**src/common/ccd_pkg.sv**
```systemverilog
// ccd vertical timing package with shared widths, reset values and enums
package ccd_pkg;

	// ----------------------------------------------------------------------
	// widths
	// ----------------------------------------------------------------------
	// vertical line count and line-count registers
	localparam int VCNT_W = 13;
	// clocks-per-line register
	localparam int LLEN_W = 12;
	// host write data
	localparam int CFG_DATA_W = 16;

	// ----------------------------------------------------------------------
	// sequencer constants
	// ----------------------------------------------------------------------
	// lines held in the transfer-gate phase
	localparam int XSG_LINE_NUM = 2;
	// shortest legal line, shorter values are raised to this
	localparam logic [LLEN_W-1:0] LINE_LEN_MIN = 12'd4;

	// register values after reset
	localparam logic [LLEN_W-1:0] RST_LINE_LEN = 12'd16;
	localparam logic [VCNT_W-1:0] RST_EXP_LINES = 13'd3;
	localparam logic [VCNT_W-1:0] RST_FRAME_PERIOD = 13'd8;

	// ----------------------------------------------------------------------
	// enums
	// ----------------------------------------------------------------------
	// register map of the write port
	typedef enum logic [1:0] {
		REG_LINE_LEN     = 2'd0,
		REG_EXP_LINES    = 2'd1,
		REG_FRAME_PERIOD = 2'd2,
		REG_CTRL         = 2'd3
	} cfg_addr_e;

	// readout sequencer states
	typedef enum logic [1:0] {
		S_IDLE    = 2'd0,
		S_XSG     = 2'd1,
		S_READOUT = 2'd2
	} seq_state_e;

endpackage

```
**src/common/ccd_timing_if.sv**
```systemverilog
// line, exposure and sequencer strobes shared between the timing blocks
interface ccd_timing_if;

	// one-cycle strobe at the last clock of every line
	logic line_end;
	// one-cycle strobe, exposure done, always on a line end
	logic exp_end;
	// high from xsg start to the end of readout
	logic readout_flag;
	// high only through the transfer-gate phase
	logic xsg_flag;

	// line timer, source of the line strobe
	modport timer (
		output line_end
	);

	// exposure controller
	// waits for readout to finish before counting
	modport expo (
		input  line_end,
		input  readout_flag,
		output exp_end
	);

	// readout sequencer
	modport seq (
		input  line_end,
		input  exp_end,
		output readout_flag,
		output xsg_flag
	);

endinterface

```
**src/ccd_readout/ccd_exposure.sv**
```systemverilog
// exposure controller counting lines after readout and ending on a line end
module ccd_exposure (
	input  logic                        clk,
	input  logic                        i_rst_n,
	input  logic [ccd_pkg::VCNT_W-1:0]  i_exp_lines,
	input  logic                        i_expo_en,
	ccd_timing_if.expo                  tim
);

	// line ends counted so far in this exposure
	logic [ccd_pkg::VCNT_W-1:0] exp_cnt;
	// count value at which the next line end completes exposure
	logic [ccd_pkg::VCNT_W-1:0] exp_last;
	// counting allowed, sensor idle and cycle armed
	logic                       cnt_on;
	logic                       exp_done;

	// zero lines behaves as one line
	assign exp_last = (i_exp_lines == '0) ? '0 : i_exp_lines - 1'b1;
	assign cnt_on = i_expo_en && !tim.readout_flag;

	// >= so a shortened exposure still ends on the next line
	assign exp_done = cnt_on && tim.line_end && (exp_cnt >= exp_last);

	// ----------------------------------------------------------------------
	// exposure line counter
	// ----------------------------------------------------------------------
	always_ff @(posedge clk or negedge i_rst_n) begin
		if (!i_rst_n) begin
			exp_cnt <= '0;
		end else if (!cnt_on) begin
			// held clear during readout or while disarmed
			exp_cnt <= '0;
		end else if (tim.line_end) begin
			if (exp_done) begin
				exp_cnt <= '0;
			end else begin
				exp_cnt <= exp_cnt + 1'b1;
			end
		end
	end

	// shares the cycle with the completing line end
	assign tim.exp_end = exp_done;

	// ----------------------------------------------------------------------
	// checks
	// ----------------------------------------------------------------------
	// exposure end sits on a line end and the sequencer answers it
	a_exp_end_on_line: assert property (
		@(posedge clk) disable iff (!i_rst_n)
		tim.exp_end |-> tim.line_end ##2 tim.readout_flag
	) else $error("exp_end off a line end or not followed by readout");

endmodule

```
**src/ccd_readout/ccd_readout.sv**
```systemverilog
// readout sequencer running the xsg and readout phases with the line count
module ccd_readout (
	input  logic                        clk,
	input  logic                        i_rst_n,
	input  logic [ccd_pkg::VCNT_W-1:0]  i_frame_period,
	input  logic                        i_ccd_stop,
	ccd_timing_if.seq                   tim,
	output logic [ccd_pkg::VCNT_W-1:0]  o_vcount
);

	ccd_pkg::seq_state_e state;
	ccd_pkg::seq_state_e state_nxt;

	// stop input one clock late, for edge detect
	logic stop_d;
	logic stop_rise;
	logic xsg_done;
	logic frame_done;

	// ----------------------------------------------------------------------
	// stop edge
	// ----------------------------------------------------------------------
	always_ff @(posedge clk or negedge i_rst_n) begin
		if (!i_rst_n) begin
			stop_d <= 1'b0;
		end else begin
			stop_d <= i_ccd_stop;
		end
	end

	assign stop_rise = i_ccd_stop && !stop_d;

	// phase ends
	assign xsg_done = tim.line_end &&
		(o_vcount == ccd_pkg::VCNT_W'(ccd_pkg::XSG_LINE_NUM - 1));
	assign frame_done = tim.line_end && (o_vcount == i_frame_period);

	// ----------------------------------------------------------------------
	// fsm
	// ----------------------------------------------------------------------
	always_ff @(posedge clk or negedge i_rst_n) begin
		if (!i_rst_n) begin
			state <= ccd_pkg::S_IDLE;
		end else begin
			state <= state_nxt;
		end
	end

	always_comb begin
		state_nxt = state;
		case (state)
			ccd_pkg::S_IDLE: begin
				if (tim.exp_end) begin
					state_nxt = ccd_pkg::S_XSG;
				end
			end
			ccd_pkg::S_XSG: begin
				// stop edge ignored here
				if (xsg_done) begin
					state_nxt = ccd_pkg::S_READOUT;
				end
			end
			ccd_pkg::S_READOUT: begin
				if (frame_done || stop_rise) begin
					state_nxt = ccd_pkg::S_IDLE;
				end
			end
			default: begin
				state_nxt = ccd_pkg::S_IDLE;
			end
		endcase
	end

	// ----------------------------------------------------------------------
	// flags and line count
	// ----------------------------------------------------------------------
	// flags trail the state by one clock
	always_ff @(posedge clk or negedge i_rst_n) begin
		if (!i_rst_n) begin
			tim.xsg_flag     <= 1'b0;
			tim.readout_flag <= 1'b0;
		end else begin
			tim.xsg_flag     <= (state == ccd_pkg::S_XSG);
			tim.readout_flag <= (state != ccd_pkg::S_IDLE);
		end
	end

	// counts lines from the start of xsg through readout
	always_ff @(posedge clk or negedge i_rst_n) begin
		if (!i_rst_n) begin
			o_vcount <= '0;
		end else if (state == ccd_pkg::S_IDLE) begin
			o_vcount <= '0;
		end else if (tim.line_end) begin
			o_vcount <= o_vcount + 1'b1;
		end
	end

	// xsg ends inside readout after exactly XSG_LINE_NUM line ends
	a_xsg_in_readout: assert property (
		@(posedge clk) disable iff (!i_rst_n)
		$fell(tim.xsg_flag) |-> tim.readout_flag &&
			(o_vcount == ccd_pkg::VCNT_W'(ccd_pkg::XSG_LINE_NUM))
	) else $error("xsg phase left without the programmed line count");

endmodule

```
**src/hw/ccd_line_timer.sv**
```systemverilog
// line timer dividing the clock into lines of programmable length
module ccd_line_timer (
	input  logic                        clk,
	input  logic                        i_rst_n,
	input  logic [ccd_pkg::LLEN_W-1:0]  i_line_len,
	ccd_timing_if.timer                 tim
);

	// programmed length raised to the minimum
	logic [ccd_pkg::LLEN_W-1:0] len_clamped;
	// length the running line was started with
	logic [ccd_pkg::LLEN_W-1:0] len_q;
	// clock position inside the line
	logic [ccd_pkg::LLEN_W-1:0] cnt;
	logic                       len_change;
	logic                       last_clk;

	assign len_clamped = (i_line_len < ccd_pkg::LINE_LEN_MIN) ?
		ccd_pkg::LINE_LEN_MIN : i_line_len;
	assign len_change = (len_clamped != len_q);
	// cnt and len_q move together, so no stray strobe on a rewrite
	assign last_clk = (cnt == len_q - 1'b1);

	// ----------------------------------------------------------------------
	// line counter
	// ----------------------------------------------------------------------
	always_ff @(posedge clk or negedge i_rst_n) begin
		if (!i_rst_n) begin
			len_q <= ccd_pkg::RST_LINE_LEN;
			cnt   <= '0;
		end else if (len_change) begin
			// new length, restart the line from zero
			len_q <= len_clamped;
			cnt   <= '0;
		end else if (last_clk) begin
			cnt <= '0;
		end else begin
			cnt <= cnt + 1'b1;
		end
	end

	// strobe on the last clock of the line
	assign tim.line_end = last_clk;

endmodule

```
**src/hw/ccd_regs.sv**
```systemverilog
// configuration registers written over a four-phase req/ack port
module ccd_regs (
	input  logic                            clk,
	input  logic                            i_rst_n,
	input  logic                            i_cfg_req,
	input  ccd_pkg::cfg_addr_e              i_cfg_addr,
	input  logic [ccd_pkg::CFG_DATA_W-1:0]  i_cfg_wdata,
	output logic                            o_cfg_ack,
	output logic [ccd_pkg::LLEN_W-1:0]      o_line_len,
	output logic [ccd_pkg::VCNT_W-1:0]      o_exp_lines,
	output logic [ccd_pkg::VCNT_W-1:0]      o_frame_period,
	output logic                            o_expo_en
);

	// accept only on the rising phase, req high while ack still low
	logic wr_en;

	assign wr_en = i_cfg_req && !o_cfg_ack;

	// ----------------------------------------------------------------------
	// handshake
	// ----------------------------------------------------------------------
	// ack follows req by one clock in both directions
	always_ff @(posedge clk or negedge i_rst_n) begin
		if (!i_rst_n) begin
			o_cfg_ack <= 1'b0;
		end else if (wr_en) begin
			o_cfg_ack <= 1'b1;
		end else if (!i_cfg_req) begin
			o_cfg_ack <= 1'b0;
		end
	end

	// ----------------------------------------------------------------------
	// register file
	// ----------------------------------------------------------------------
	// value lands on the same edge that raises ack
	always_ff @(posedge clk or negedge i_rst_n) begin
		if (!i_rst_n) begin
			o_line_len     <= ccd_pkg::RST_LINE_LEN;
			o_exp_lines    <= ccd_pkg::RST_EXP_LINES;
			o_frame_period <= ccd_pkg::RST_FRAME_PERIOD;
			o_expo_en      <= 1'b0;
		end else if (wr_en) begin
			case (i_cfg_addr)
				ccd_pkg::REG_LINE_LEN: begin
					o_line_len <= i_cfg_wdata[ccd_pkg::LLEN_W-1:0];
				end
				ccd_pkg::REG_EXP_LINES: begin
					o_exp_lines <= i_cfg_wdata[ccd_pkg::VCNT_W-1:0];
				end
				ccd_pkg::REG_FRAME_PERIOD: begin
					o_frame_period <= i_cfg_wdata[ccd_pkg::VCNT_W-1:0];
				end
				ccd_pkg::REG_CTRL: begin
					// bit 0 arms the exposure cycle
					o_expo_en <= i_cfg_wdata[0];
				end
				default: begin
					o_expo_en <= o_expo_en;
				end
			endcase
		end
	end

	// ----------------------------------------------------------------------
	// checks
	// ----------------------------------------------------------------------
	// host must wait for ack to drop before the next request
	a_req_no_rise_on_ack: assert property (
		@(posedge clk) disable iff (!i_rst_n)
		$rose(i_cfg_req) |-> !o_cfg_ack
	) else $error("cfg req rose while ack still high");

endmodule

```
**src/hw/ccd_timing_top.sv**
```systemverilog
// ccd vertical timing top with config registers, line timer, exposure and readout
module ccd_timing_top (
	input  logic                            clk,
	input  logic                            i_rst_n,
	// host write port
	input  logic                            i_cfg_req,
	input  ccd_pkg::cfg_addr_e              i_cfg_addr,
	input  logic [ccd_pkg::CFG_DATA_W-1:0]  i_cfg_wdata,
	output logic                            o_cfg_ack,
	// sensor side
	input  logic                            i_ccd_stop,
	output logic                            o_line_end,
	output logic                            o_xsg_flag,
	output logic                            o_readout_flag,
	output logic [ccd_pkg::VCNT_W-1:0]      o_vcount
);

	// ----------------------------------------------------------------------
	// configuration values
	// ----------------------------------------------------------------------
	logic [ccd_pkg::LLEN_W-1:0] line_len;
	logic [ccd_pkg::VCNT_W-1:0] exp_lines;
	logic [ccd_pkg::VCNT_W-1:0] frame_period;
	logic                       expo_en;

	// strobes and flags between the timing blocks
	ccd_timing_if tim ();

	ccd_regs u_regs (
		.clk            (clk),
		.i_rst_n        (i_rst_n),
		.i_cfg_req      (i_cfg_req),
		.i_cfg_addr     (i_cfg_addr),
		.i_cfg_wdata    (i_cfg_wdata),
		.o_cfg_ack      (o_cfg_ack),
		.o_line_len     (line_len),
		.o_exp_lines    (exp_lines),
		.o_frame_period (frame_period),
		.o_expo_en      (expo_en)
	);

	ccd_line_timer u_line_timer (
		.clk        (clk),
		.i_rst_n    (i_rst_n),
		.i_line_len (line_len),
		.tim        (tim)
	);

	ccd_exposure u_exposure (
		.clk         (clk),
		.i_rst_n     (i_rst_n),
		.i_exp_lines (exp_lines),
		.i_expo_en   (expo_en),
		.tim         (tim)
	);

	ccd_readout u_readout (
		.clk            (clk),
		.i_rst_n        (i_rst_n),
		.i_frame_period (frame_period),
		.i_ccd_stop     (i_ccd_stop),
		.tim            (tim),
		.o_vcount       (o_vcount)
	);

	// ----------------------------------------------------------------------
	// status out to the pins
	// ----------------------------------------------------------------------
	assign o_line_end     = tim.line_end;
	assign o_xsg_flag     = tim.xsg_flag;
	assign o_readout_flag = tim.readout_flag;

endmodule

```
**config.mk**
```make
export PLATFORM = sky130hd
export DESIGN_NAME = ccd_timing_top
export DESIGN_NICKNAME = d
export VERILOG_FILES = /design/src/common/ccd_pkg.sv /design/src/common/ccd_timing_if.sv /design/src/ccd_readout/ccd_exposure.sv /design/src/ccd_readout/ccd_readout.sv /design/src/hw/ccd_line_timer.sv /design/src/hw/ccd_regs.sv /design/src/hw/ccd_timing_top.sv
export SDC_FILE = /design/constraint.sdc
export NUM_CORES = 1
export LEC_CHECK = 0
export ABC_AREA = 1
export BUFFER_PORTS_ARGS = -buffer_cell sky130_fd_sc_hd__buf_4
export CORE_MARGIN = 2
export CORE_UTILIZATION = 45
export DETAILED_ROUTE_END_ITERATION = 7
export SYNTH_ARGS = -nofsm -noshare
export SYNTH_HDL_FRONTEND = slang
export SYNTH_SLANG_ARGS = --single-unit
export TNS_END_PERCENT = 5
```
**constraint.sdc**
```tcl
create_clock -name clk -period 3.2 [get_ports clk]
set_clock_uncertainty 0.1 [all_clocks]
set_input_delay 0.64 -clock clk [delete_from_list [all_inputs] [get_ports clk]]
set_output_delay 0.64 -clock clk [all_outputs]
set_load 0.05 [all_outputs]
```
Yosys cells after proc, flatten, opt, wreduce, memory -nomap -nowiden
Cells that the tools add are included.

Input bits: 22. Bits in writable memories: 0. Register bits: 95. Memories kept: 0. Latch bits: 0. Memory bits (read-only): 0.

Shift-type cells: 0. Reductions and logical operators: 21. Equal/unequal tests: 14. Add/sub/neg operators: 5. Divide/modulo/power cells: 0. $mul: 0. Muxes and demuxes: 15. Magnitude comparators: 2. Bitwise operators: 0.

Operator list (count): $mux W13 (6); $mux W12 (3); $add A13 B1 Y13 const B (2); $eq A13 B1 Y1 const B (1); $eq A13 B13 Y1 (1); $ge A13 B13 Y1 (1); $logic_not A13 Y1 (1); $sub A13 B1 Y13 const B (1); $add A12 B1 Y12 const B (1); $eq A12 B12 Y1 (1); $lt A12 B3 Y1 const B (1); $ne A12 B12 Y1 (1); $sub A12 B1 Y12 const B (1); $ne A2 B1 Y1 const B (4); $reduce_and A2 Y1 (4); $logic_and A1 B1 Y1 (7); $eq A2 B2 Y1 const B (3); $mux W2 (3); $pmux W2 S3 (1); $eq A2 B1 Y1 const B (2); $logic_not A2 Y1 (2); $reduce_bool A2 Y1 (2); $logic_not A1 Y1 (3); $reduce_and A3 Y1 (1); 3 further kinds (4).

Depth between registers and ports, before layout
Gate-level depths: netlist of the first run.

Depth in word-level cells: 7. Gate-level depth with buffers: 17. Gate-level depth less buffers: 17.

By module
From an unflattened synthesis of the first run, not the netlist that was laid out.

Cell total of the unflattened synthesis: 856. Area, all modules: 6010.8 µm².

Modules (own cells, without submodules): ccd_regs (instances 1, cells an instance 181, sequential area each 1006.0 µm², area an instance 1631.6 µm²); ccd_line_timer (instances 1, cells an instance 237, sequential area each 601.8 µm², area an instance 1610.3 µm²); ccd_exposure (instances 1, cells an instance 247, sequential area each 325.3 µm², area an instance 1542.7 µm²); ccd_readout (instances 1, cells an instance 191, sequential area each 450.4 µm², area an instance 1226.2 µm²).

Worst setup path before layout of the first run
Ideal clock, no wire load.

Path type: flip-flop to flip-flop. Start point: reg u_regs.o_exp_lines[2] in the netlist's numbering. End point: reg u_exposure.exp_cnt[0] in the netlist's numbering. Arrival: 2.720 ns. Stages on the path, launching flop included: 18. Path buffers: 0. Setup slack: 0.261 ns. Clock period less this slack: 2.939 ns. Data required time: 2.981 ns. Cell sequence: dfrtp_1 -> nor2_1 -> inv_1 -> nor2_1 -> nand3_1 -> or3_1 -> inv_1 -> a21oi_1 -> nand3b_1 -> ha_1 -> nand2_1 -> nor2_1 -> nand2_1 -> or3_1 -> nand3_1 -> clkinv_1 -> nand3_1 -> nand2_1.

Longest elaborated chain between the ends: 7. Elaborated cells between the ends (all ways): 8. Classes of those cells: add/sub (1); order compare (1); mux (4); reduce/logical (2).

RTL lines: from (decl) (RTL line ccd_regs.sv:10) `output logic [ccd_pkg::VCNT_W-1:0] o_exp_lines,`; from (signal assigned) (RTL line ccd_regs.sv:41) `o_exp_lines <= ccd_pkg::RST_EXP_LINES;`; from (signal assigned) (RTL line ccd_regs.sv:50) `o_exp_lines <= i_cfg_wdata[ccd_pkg::VCNT_W-1:0];`; $sub A13 B1 Y13 or $logic_not A13 Y1 (tied branches) (RTL line ccd_exposure.sv:19) `assign exp_last = (i_exp_lines == '0) ? '0 : i_exp_lines - 1'b1;`; $mux W13 (*) (RTL line ccd_exposure.sv:19); $ge A13 B13 Y1 (*) (RTL line ccd_exposure.sv:23) `assign exp_done = cnt_on && tim.line_end && (exp_cnt >= exp_last);`; $logic_and A1 B1 Y1 (*) (RTL line ccd_exposure.sv:23); $mux W13 (*) (RTL line ccd_exposure.sv:35) `if (exp_done) begin`; $mux W13 (*) (RTL line ccd_exposure.sv:34) `end else if (tim.line_end) begin`; $mux W13 (*) (RTL line ccd_exposure.sv:31) `end else if (!cnt_on) begin`; to (signal assigned) (RTL line ccd_exposure.sv:38) `exp_cnt <= exp_cnt + 1'b1;`; to (decl) (RTL line ccd_exposure.sv:11) `logic [ccd_pkg::VCNT_W-1:0] exp_cnt;`.

Mark *: on every way between the ends. The rest lies on a longest branch, timed or not. The select of a mux whose other input is x is not followed. A chain may end at the register's enable or synchronous reset.

Worst setup path in the final report of the first run
Start point: reg u_regs.o_exp_lines[2] in the netlist's numbering. End point: reg u_exposure.exp_cnt[1] in the netlist's numbering.

The elaborated chain is that of the path after synthesis.

==> impl_metrics.csv, run 1 <==
group,metric,value,unit
setup_path,path_class,"flop to flop",
grt,grt_use_total,0.2116,
drt,dr.pass1.iters,4,
layout,final_cells,945,
sta,tightestPinTransition,0.7853,ns
sta,setup_ws,0.2588,ns
grt,grt-ovfl-total,0,
layout,syn_to_final_growth,13.03,%
power_and_ir_drop,combPwrFrac,0.219,
min_path,worstHoldPathType,"input pin to async pin",
cts,clock_latency,0.35,ns
setup_path,startpoint,"u_regs.o_exp_lines[2]$_DFFE_PN0P_",
placed_design,portBuffers,35,
cts,cts_inserted_buffers,9,
setup_path,critPathTopFamily,"simple AND/OR/NAND/NOR gates",
layout,drive_gt1_frac,0.1133,
cts,path_clk_slew,0.07,ns
power_and_ir_drop,p_seq_frac,0.440,
grt,grt_pass1_vias,4635,
cts,cts_tree,"yes",
sta,finalCritPeriodShare,0.9191,
drt,antenna_left,0,
layout,fillers,1209,
grt,grt_pass1_wl,22.05,mm
setup_path,critical_path_required,3.34,ns
sta,grt_setup_unrepaired,"yes",
layout,diodes,0,
logic_synthesis,synthCells,749,
power_and_ir_drop,sw_frac_of_total,0.3213,
layout,final_util,0.5256,
setup_path,crit_path_end_kind,"flop",
drt,vias_per_cell,5.011,
grt,grt_max_degree,49,
power_and_ir_drop,clockPowerShare,0.342,
placed_design,placed_area,0.006062,mm2
drt,vias,4735,
cts,cts_num_sinks,95,
drt,drc,0,
power_and_ir_drop,p_sw,1073,uW
logic_synthesis,postSynthNetCount,790,
logic_synthesis,synth_area,0.005655,mm2
cts,post_cts_buffers,0,
drt,wl,13.12,mm
setup_path,cp.buffers_inverters,3,
cts,cts.path.max_buffers,2,
sta,drv_slew,0,
sta,setup_viol,0,
placed_design,pre_cts_ws,0.005058,ns
setup_path,crit_path_cell_trace,"nor2_2 -> inv_1 -> nor2_4 -> nand3_2 -> or3_1 -> inv_1 -> a21oi_1 -> nand3b_1 -> ha_1 -> nand2_1 -> nor2_1 -> nand2_1 -> or3_1 -> nand3_1 -> clkinv_2 -> nand3_1 -> nand2_1",
floorplan,fp.coreArea,0.01216,mm2
power_and_ir_drop,p_leak,0.003212,uW
setup_path,crit_path_max_fanout,9,
sta,period_needed,2.941,ns
logic_synthesis,synth_cell_types,34,
floorplan,initial_core_util,0.4650,
logic_synthesis,synth_warnings,0,
sta,setup_tns,0,ns
sta,slew_headroom,0.4750,
floorplan,fp-row-count,40,
flow_run,cap_violations,0,
setup_path,start_kind,"flop",
setup_path,max_stage_delay,0.40,ns
logic_synthesis,ys_top_cells_by_area,"dfrtp_1 40%, nand2_1 13%, nand3_1 6.5%",
logic_synthesis,yosysTopAreaCellShare,0.3982,
floorplan,die_h,116.1,um
setup_path,crit_arrival,3.08,ns
drt,drt_iter0_markers,360,
sta,finalHoldViolations,0,
power_and_ir_drop,powerDensity,522.2,mW/mm2
logic_synthesis,ys_seq_area_frac,0.4215,
setup_path,cp_common_cell,"nand2_1",
cts,ctsHoldBuffers,0,
logic_synthesis,synth_top_area_cell,"dfrtp_1",
cts,cts.htree.levels,3,
placed_design,place_congestion,0.8760,
logic_synthesis,ys_seq_elements,95,
power_and_ir_drop,intPower,2265,uW
cts,cts_root_buf,"clkbuf_16",
grt,antenna_found_initial,0,
floorplan,io_pins,39,
layout,nets,813,
layout,stdcell_area,0.006392,mm2
floorplan,die_w,116.1,um
setup_path,r2r-start,"u_regs.o_exp_lines[2]$_DFFE_PN0P_",
run_status,outcome,"completed",
floorplan,die_area,0.01348,mm2
placed_design,dp_cells,929,
placed_design,detailed_place_hpwl,9.924,mm
drt,wire_per_inst,13.88,um
setup_path,crit_path_top_delay_cell,"dfrtp_1",
sta,fmax,340.0,MHz
power_and_ir_drop,ir_worst_vdd,0.0002732,V
logic_synthesis,synth_area_per_cell,7.551,um2
repair_timing:
action / 4_1_cts / 5_1_grt
gates cloned: 0 / 0
setup endpoints to repair: 1 / 15
resized for setup: 1 / 5
stage by stage:
stage	total power, uW	hold WS [ns]
2_1_floorplan	2013	0.2444
3_3_place_gp	2183	0.2820
3_5_place_dp	2212	0.2825
4_1_cts	3364	0.2368
5_1_grt	3559	0.2649
6_report	3338	0.2169
worst paths after layout:
| kind | to | slack [ns] | cells past startpoint |
|---|---|---|---|
| hold reg to reg | u_line_timer.len_q[4]$_DFFE_PN1N_ | 0.29 | 0 |
| setup / recovery | u_exposure.exp_cnt[1]$_DFFE_PN0P_ | 0.26 | 17 |
| max in group asynchronous | u_regs.o_exp_lines[0]$_DFFE_PN1P_ | 2.02 | 2 |
| setup reg to reg | u_exposure.exp_cnt[1]$_DFFE_PN0P_ | 0.26 | 17 |
| min in group clk | u_line_timer.len_q[4]$_DFFE_PN1N_ | 0.29 | 0 |
| hold / removal | u_line_timer.cnt[6]$_DFF_PN0_ | 0.22 | 1 |
final cells by class:
cell class                      count  area, um2  share of cell area
Multi-Input combinational cell    542       2854              0.4465
Sequential cell                    95       2384              0.3729
Timing Repair Buffer               41      320.3             0.05011
Inverter                           83      312.8             0.04893
Clock buffer                       10      239.0             0.03738
Tap cell                          168      210.2             0.03288
Clock inverter                      6      72.57             0.01135
cells by family (layout without fill, tap and decap cells):
kind of cell,count (synthesis),in the layout,synth area share
xor gates and xnor gates,55,55,0.08518
adders and majority gates,19,19,0.04204
and+or+nand+nor,404,404,0.3157
buffers and inverters,112,140,0.07699
DFF,95,95,0.4215
AOI/OAI and AO/OA,64,64,0.05863
state kept, by name (all words and copies together), names as in the netlist:
register	flops
u_regs.o_expo_en	1
u_readout.tim.readout_flag	1
u_regs.o_cfg_ack	1
u_readout.o_vcount	13
u_readout.tim.xsg_flag	1
u_readout.state	2
u_regs.o_exp_lines	13
u_readout.stop_d	1
u_regs.o_line_len	12
u_regs.o_frame_period	13
u_exposure.exp_cnt	13
u_line_timer.cnt	12
u_line_timer.len_q	12
power groups by stage:
| stage | logic, uW | clock network (uW) | registers, uW |
|---|---|---|---|
| global placement | 699 | 0 | 1480 |
| detailed placement | 724 | 0 | 1490 |
| global route | 848 | 1220 | 1490 |
| finish | 729 | 1140 | 1470 |
| CTS | 728 | 1170 | 1470 |
| floorplan | 558 | 0 | 1460 |
synthesized netlist by cell type:
master	number
clkbuf_1	23
nor2_2	7
o21ai_1	3
o211ai_1	1
ha_1	19
nor2_4	1
inv_2	2
buf_1	1
buf_2	3
dfstp_2	5
nor4_1	4
nor2_1	79
nand3b_1	16
inv_1	78
nand3_4	1
or2_2	7
dfrtp_1	90
a31o_2	1
a21oi_1	9
buf_4	1
o22ai_1	1
buf_6	1
nand2_1	190
nand2_2	2
nor3_1	11
xor2_1	36
and2_1	1
or3_1	2
o21ai_0	48
o221ai_1	1
clkinv_1	3
xnor2_1	19
nand3_1	73
nand4_1	10
routing by layer:
metal / GRT usage / share of wire
met1: 0.2747 / 0.47
met2: 0.3630 / 0.50
met3: 0.03840 / 0.026
met4: 0.06349 / 0.012
met5: 0 / 0
layout by cell type, fill, tap and decap left out, drive strengths merged, types with 2 or more instances in the layout:
master  instances
dfstp           5
nand3          74
o21ai          51
or3             2
a21oi           9
nor4            4
nor2           87
ha             19
dfrtp          90
clkinv          3
nand3b         16
nand2         192
buf            41
inv            84
nor3           11
or2             7
nand4          10
clkbuf         10
xnor2          19
xor2           36
No activity file was read; power rests on OpenSTA's default activity.
==> run 2: changes to the inputs <==
--- a/config.mk
+++ b/config.mk
@@ -7,9 +7,12 @@
 export LEC_CHECK = 0
 export ABC_AREA = 1
 export BUFFER_PORTS_ARGS = -buffer_cell sky130_fd_sc_hd__buf_4
+export CELL_PAD_IN_SITES_DETAIL_PLACEMENT = 1
+export CELL_PAD_IN_SITES_GLOBAL_PLACEMENT = 1
 export CORE_MARGIN = 2
 export CORE_UTILIZATION = 45
 export DETAILED_ROUTE_END_ITERATION = 7
+export PLACE_DENSITY_LB_ADDON = 0.1
 export SYNTH_ARGS = -nofsm -noshare
 export SYNTH_HDL_FRONTEND = slang
 export SYNTH_SLANG_ARGS = --single-unit
==> run 2 against run 1 <==
Clock power is essentially flat. Sequential power is essentially flat. Die area is the same. First-iteration DRC count shrank 58%. Setup slack lost 0.070 ns. Worst hold slack lost 0.028 ns. Design area grew 0.59%. Combinational power grew 5.8%.
==> impl_metrics.csv, run 2 (synthesis gave the netlist of run 1 again) <==
group,metric,value,unit
layout,layout_commonest_cell,"nand2_1",
sta,finalCritPeriodShare,0.9411,
floorplan,fp.coreArea,0.01216,mm2
sta,fmax,332.0,MHz
setup_path,critical_path_required,2.46,ns
min_path,worstHoldPathType,"input pin to async pin",
floorplan,die_area,0.01348,mm2
flow_run,cap_violations,0,
cts,cts_inserted_buffers,9,
cts,cts.htree.levels,3,
floorplan,die_h,116.1,um
floorplan,fp-row-count,40,
sta,setup_viol,0,
drt,vias,4914,
cts,cts_root_buf,"clkbuf_16",
drt,antenna_left,0,
grt,grt_pass1_vias,5218,
setup_path,crit_arrival,2.27,ns
floorplan,initial_core_util,0.4650,
power_and_ir_drop,combPwrFrac,0.227,
floorplan,die_w,116.1,um
cts,clock_latency,0.35,ns
drt,drc,0,
setup_path,r2r_setup_slack,0.23,ns
power_and_ir_drop,clockPowerShare,0.339,
drt,dr.pass1.iters,4,
sta,period_needed,3.012,ns
layout,layout_common_cells,"190 x nand2_1, 89 x dfrtp_1, 77 x inv_1, 76 x nor2_1, 70 x nand3_1",
placed_design,portBuffers,35,
layout,stdcell_area,0.006430,mm2
layout,diodes,0,
cts,ctsHoldBuffers,0,
sta,tightestPinTransition,0.7930,ns
placed_design,detailed_place_hpwl,11.57,mm
drt,vias_per_cell,5.184,
sta,drv_slew,0,
power_and_ir_drop,power,3397,uW
setup_path,path_class,"flop to output pin",
grt,grt_max_degree,52,
cts,path_clk_slew,0.07,ns
placed_design,placed_area,0.006062,mm2
grt,grt_pass1_wl,25.67,mm
layout,drive_gt1_frac,0.1218,
power_and_ir_drop,p_sw,1105,uW
grt,grt_use_total,0.2479,
grt,grt-ovfl-total,0,
cts,cts_tree,"yes",
sta,setup_tns,0,ns
power_and_ir_drop,sw_frac_of_total,0.3251,
setup_path,crit_path_max_fanout,6,
power_and_ir_drop,intPower,2293,uW
sta,finalHoldViolations,0,
placed_design,place_congestion,0.8522,
grt,antenna_found_initial,0,
power_and_ir_drop,ir_worst_vdd,0.0001926,V
drt,wl,15.30,mm
drt,wire_per_inst,16.14,um
power_and_ir_drop,powerDensity,528.3,mW/mm2
sta,slew_headroom,0.4699,
run_status,outcome,"completed",
cts,cts.path.max_buffers,2,
drt,drt_iter0_markers,151,
layout,nets,816,
setup_path,start_kind,"flop",
cts,cts_num_sinks,95,
power_and_ir_drop,p_leak,0.003233,uW
power_and_ir_drop,p_seq_frac,0.434,
layout,syn_to_final_growth,13.69,%
setup_path,crit_path_end_kind,"output pin",
floorplan,io_pins,39,
## run 2: cell types whose count changed in the layout (fill, tap and decap cells not counted), sizes merged
cell    previous run  this run
inv               84        82
clkinv             3         4
clkbuf            10        11
buf               41        44
## run 2: metrics by stage
stage | setup slack, ns | util | hold slack [ns] | instances
2_1_floorplan | 0.2613 | - | 0.2444 | 749
3_3_place_gp | 0.08480 | 0.4985 | 0.2847 | 929
3_5_place_dp | -0.05316 | 0.4985 | 0.2869 | 929
4_1_cts | 0.03148 | 0.5248 | 0.2205 | 945
5_1_grt | -0.003914 | 0.5287 | 0.2242 | 948
6_report | 0.1884 | 0.5287 | 0.1885 | 948
## run 2: critical path, stage by stage, from the launching register on
cell and delay (ns):
dfrtp_2 0.44, inv_4 0.10, ha_1 0.26, inv_1 0.06, nand2_1 0.05, nand2_1 0.05, nand2_1 0.05, nor2_1 0.09
nand2_1 0.07, nor2_2 0.16, nand2_1 0.09, nor2_1 0.12, nand3_2 0.11, inv_1 0.07, buf_4 0.19
## run 2: routing by layer
metal | vias up | global-route usage | part of all wire
met4 | 0 | 0.07460 | 0.013
met3 | 14 | 0.03114 | 0.016
met5 | - | 0 | 0
met2 | 37 | 0.4565 | 0.53
li1 | 2442 | - | -
met1 | 2421 | 0.3041 | 0.44
## run 2: power groups by stage
stage | Combinational (uW) | Sequential, uW | Clock [uW]
3_3_place_gp | 710 | 1490 | 0
4_1_cts | 766 | 1470 | 1180
6_report | 771 | 1470 | 1150
3_5_place_dp | 757 | 1490 | 0
5_1_grt | 887 | 1490 | 1220
2_1_floorplan | 558 | 1460 | 0
## run 2: timing repair
action                     4_1_cts  5_1_grt
buffers inserted                 0        3
gates resized for setup          2        9
gates cloned                     0        0
setup endpoints to repair       10       15
pin swaps                        0        0
## run 2: final cells by class
class / count / area [um2]
fillers: 1552 / 5732
multi-input cells: 542 / 2859
flip-flops and latches: 95 / 2385
repair buffers: 44 / 342.8
inverters: 83 / 316.6
clock buffers: 11 / 252.7
well taps: 168 / 210.2
clock inverters: 5 / 63.81
## run 2: path summary, 6_finish.rpt
check	start	end	cells after the start
max	u_line_timer.len_q[0]$_DFFE_PN0N_	o_line_end	14
min	i_rst_n	u_line_timer.cnt[2]$_DFF_PN0_	1
max reg2reg	u_regs.o_exp_lines[0]$_DFFE_PN1P_	u_exposure.exp_cnt[12]$_DFFE_PN0P_	14
min reg2reg	u_regs.o_line_len[4]$_DFFE_PN1P_	u_line_timer.len_q[4]$_DFFE_PN1N_	0
max in group asynchronous	i_rst_n	u_regs.o_exp_lines[0]$_DFFE_PN1P_	2
min in group clk	u_regs.o_line_len[4]$_DFFE_PN1P_	u_line_timer.len_q[4]$_DFFE_PN1N_	0
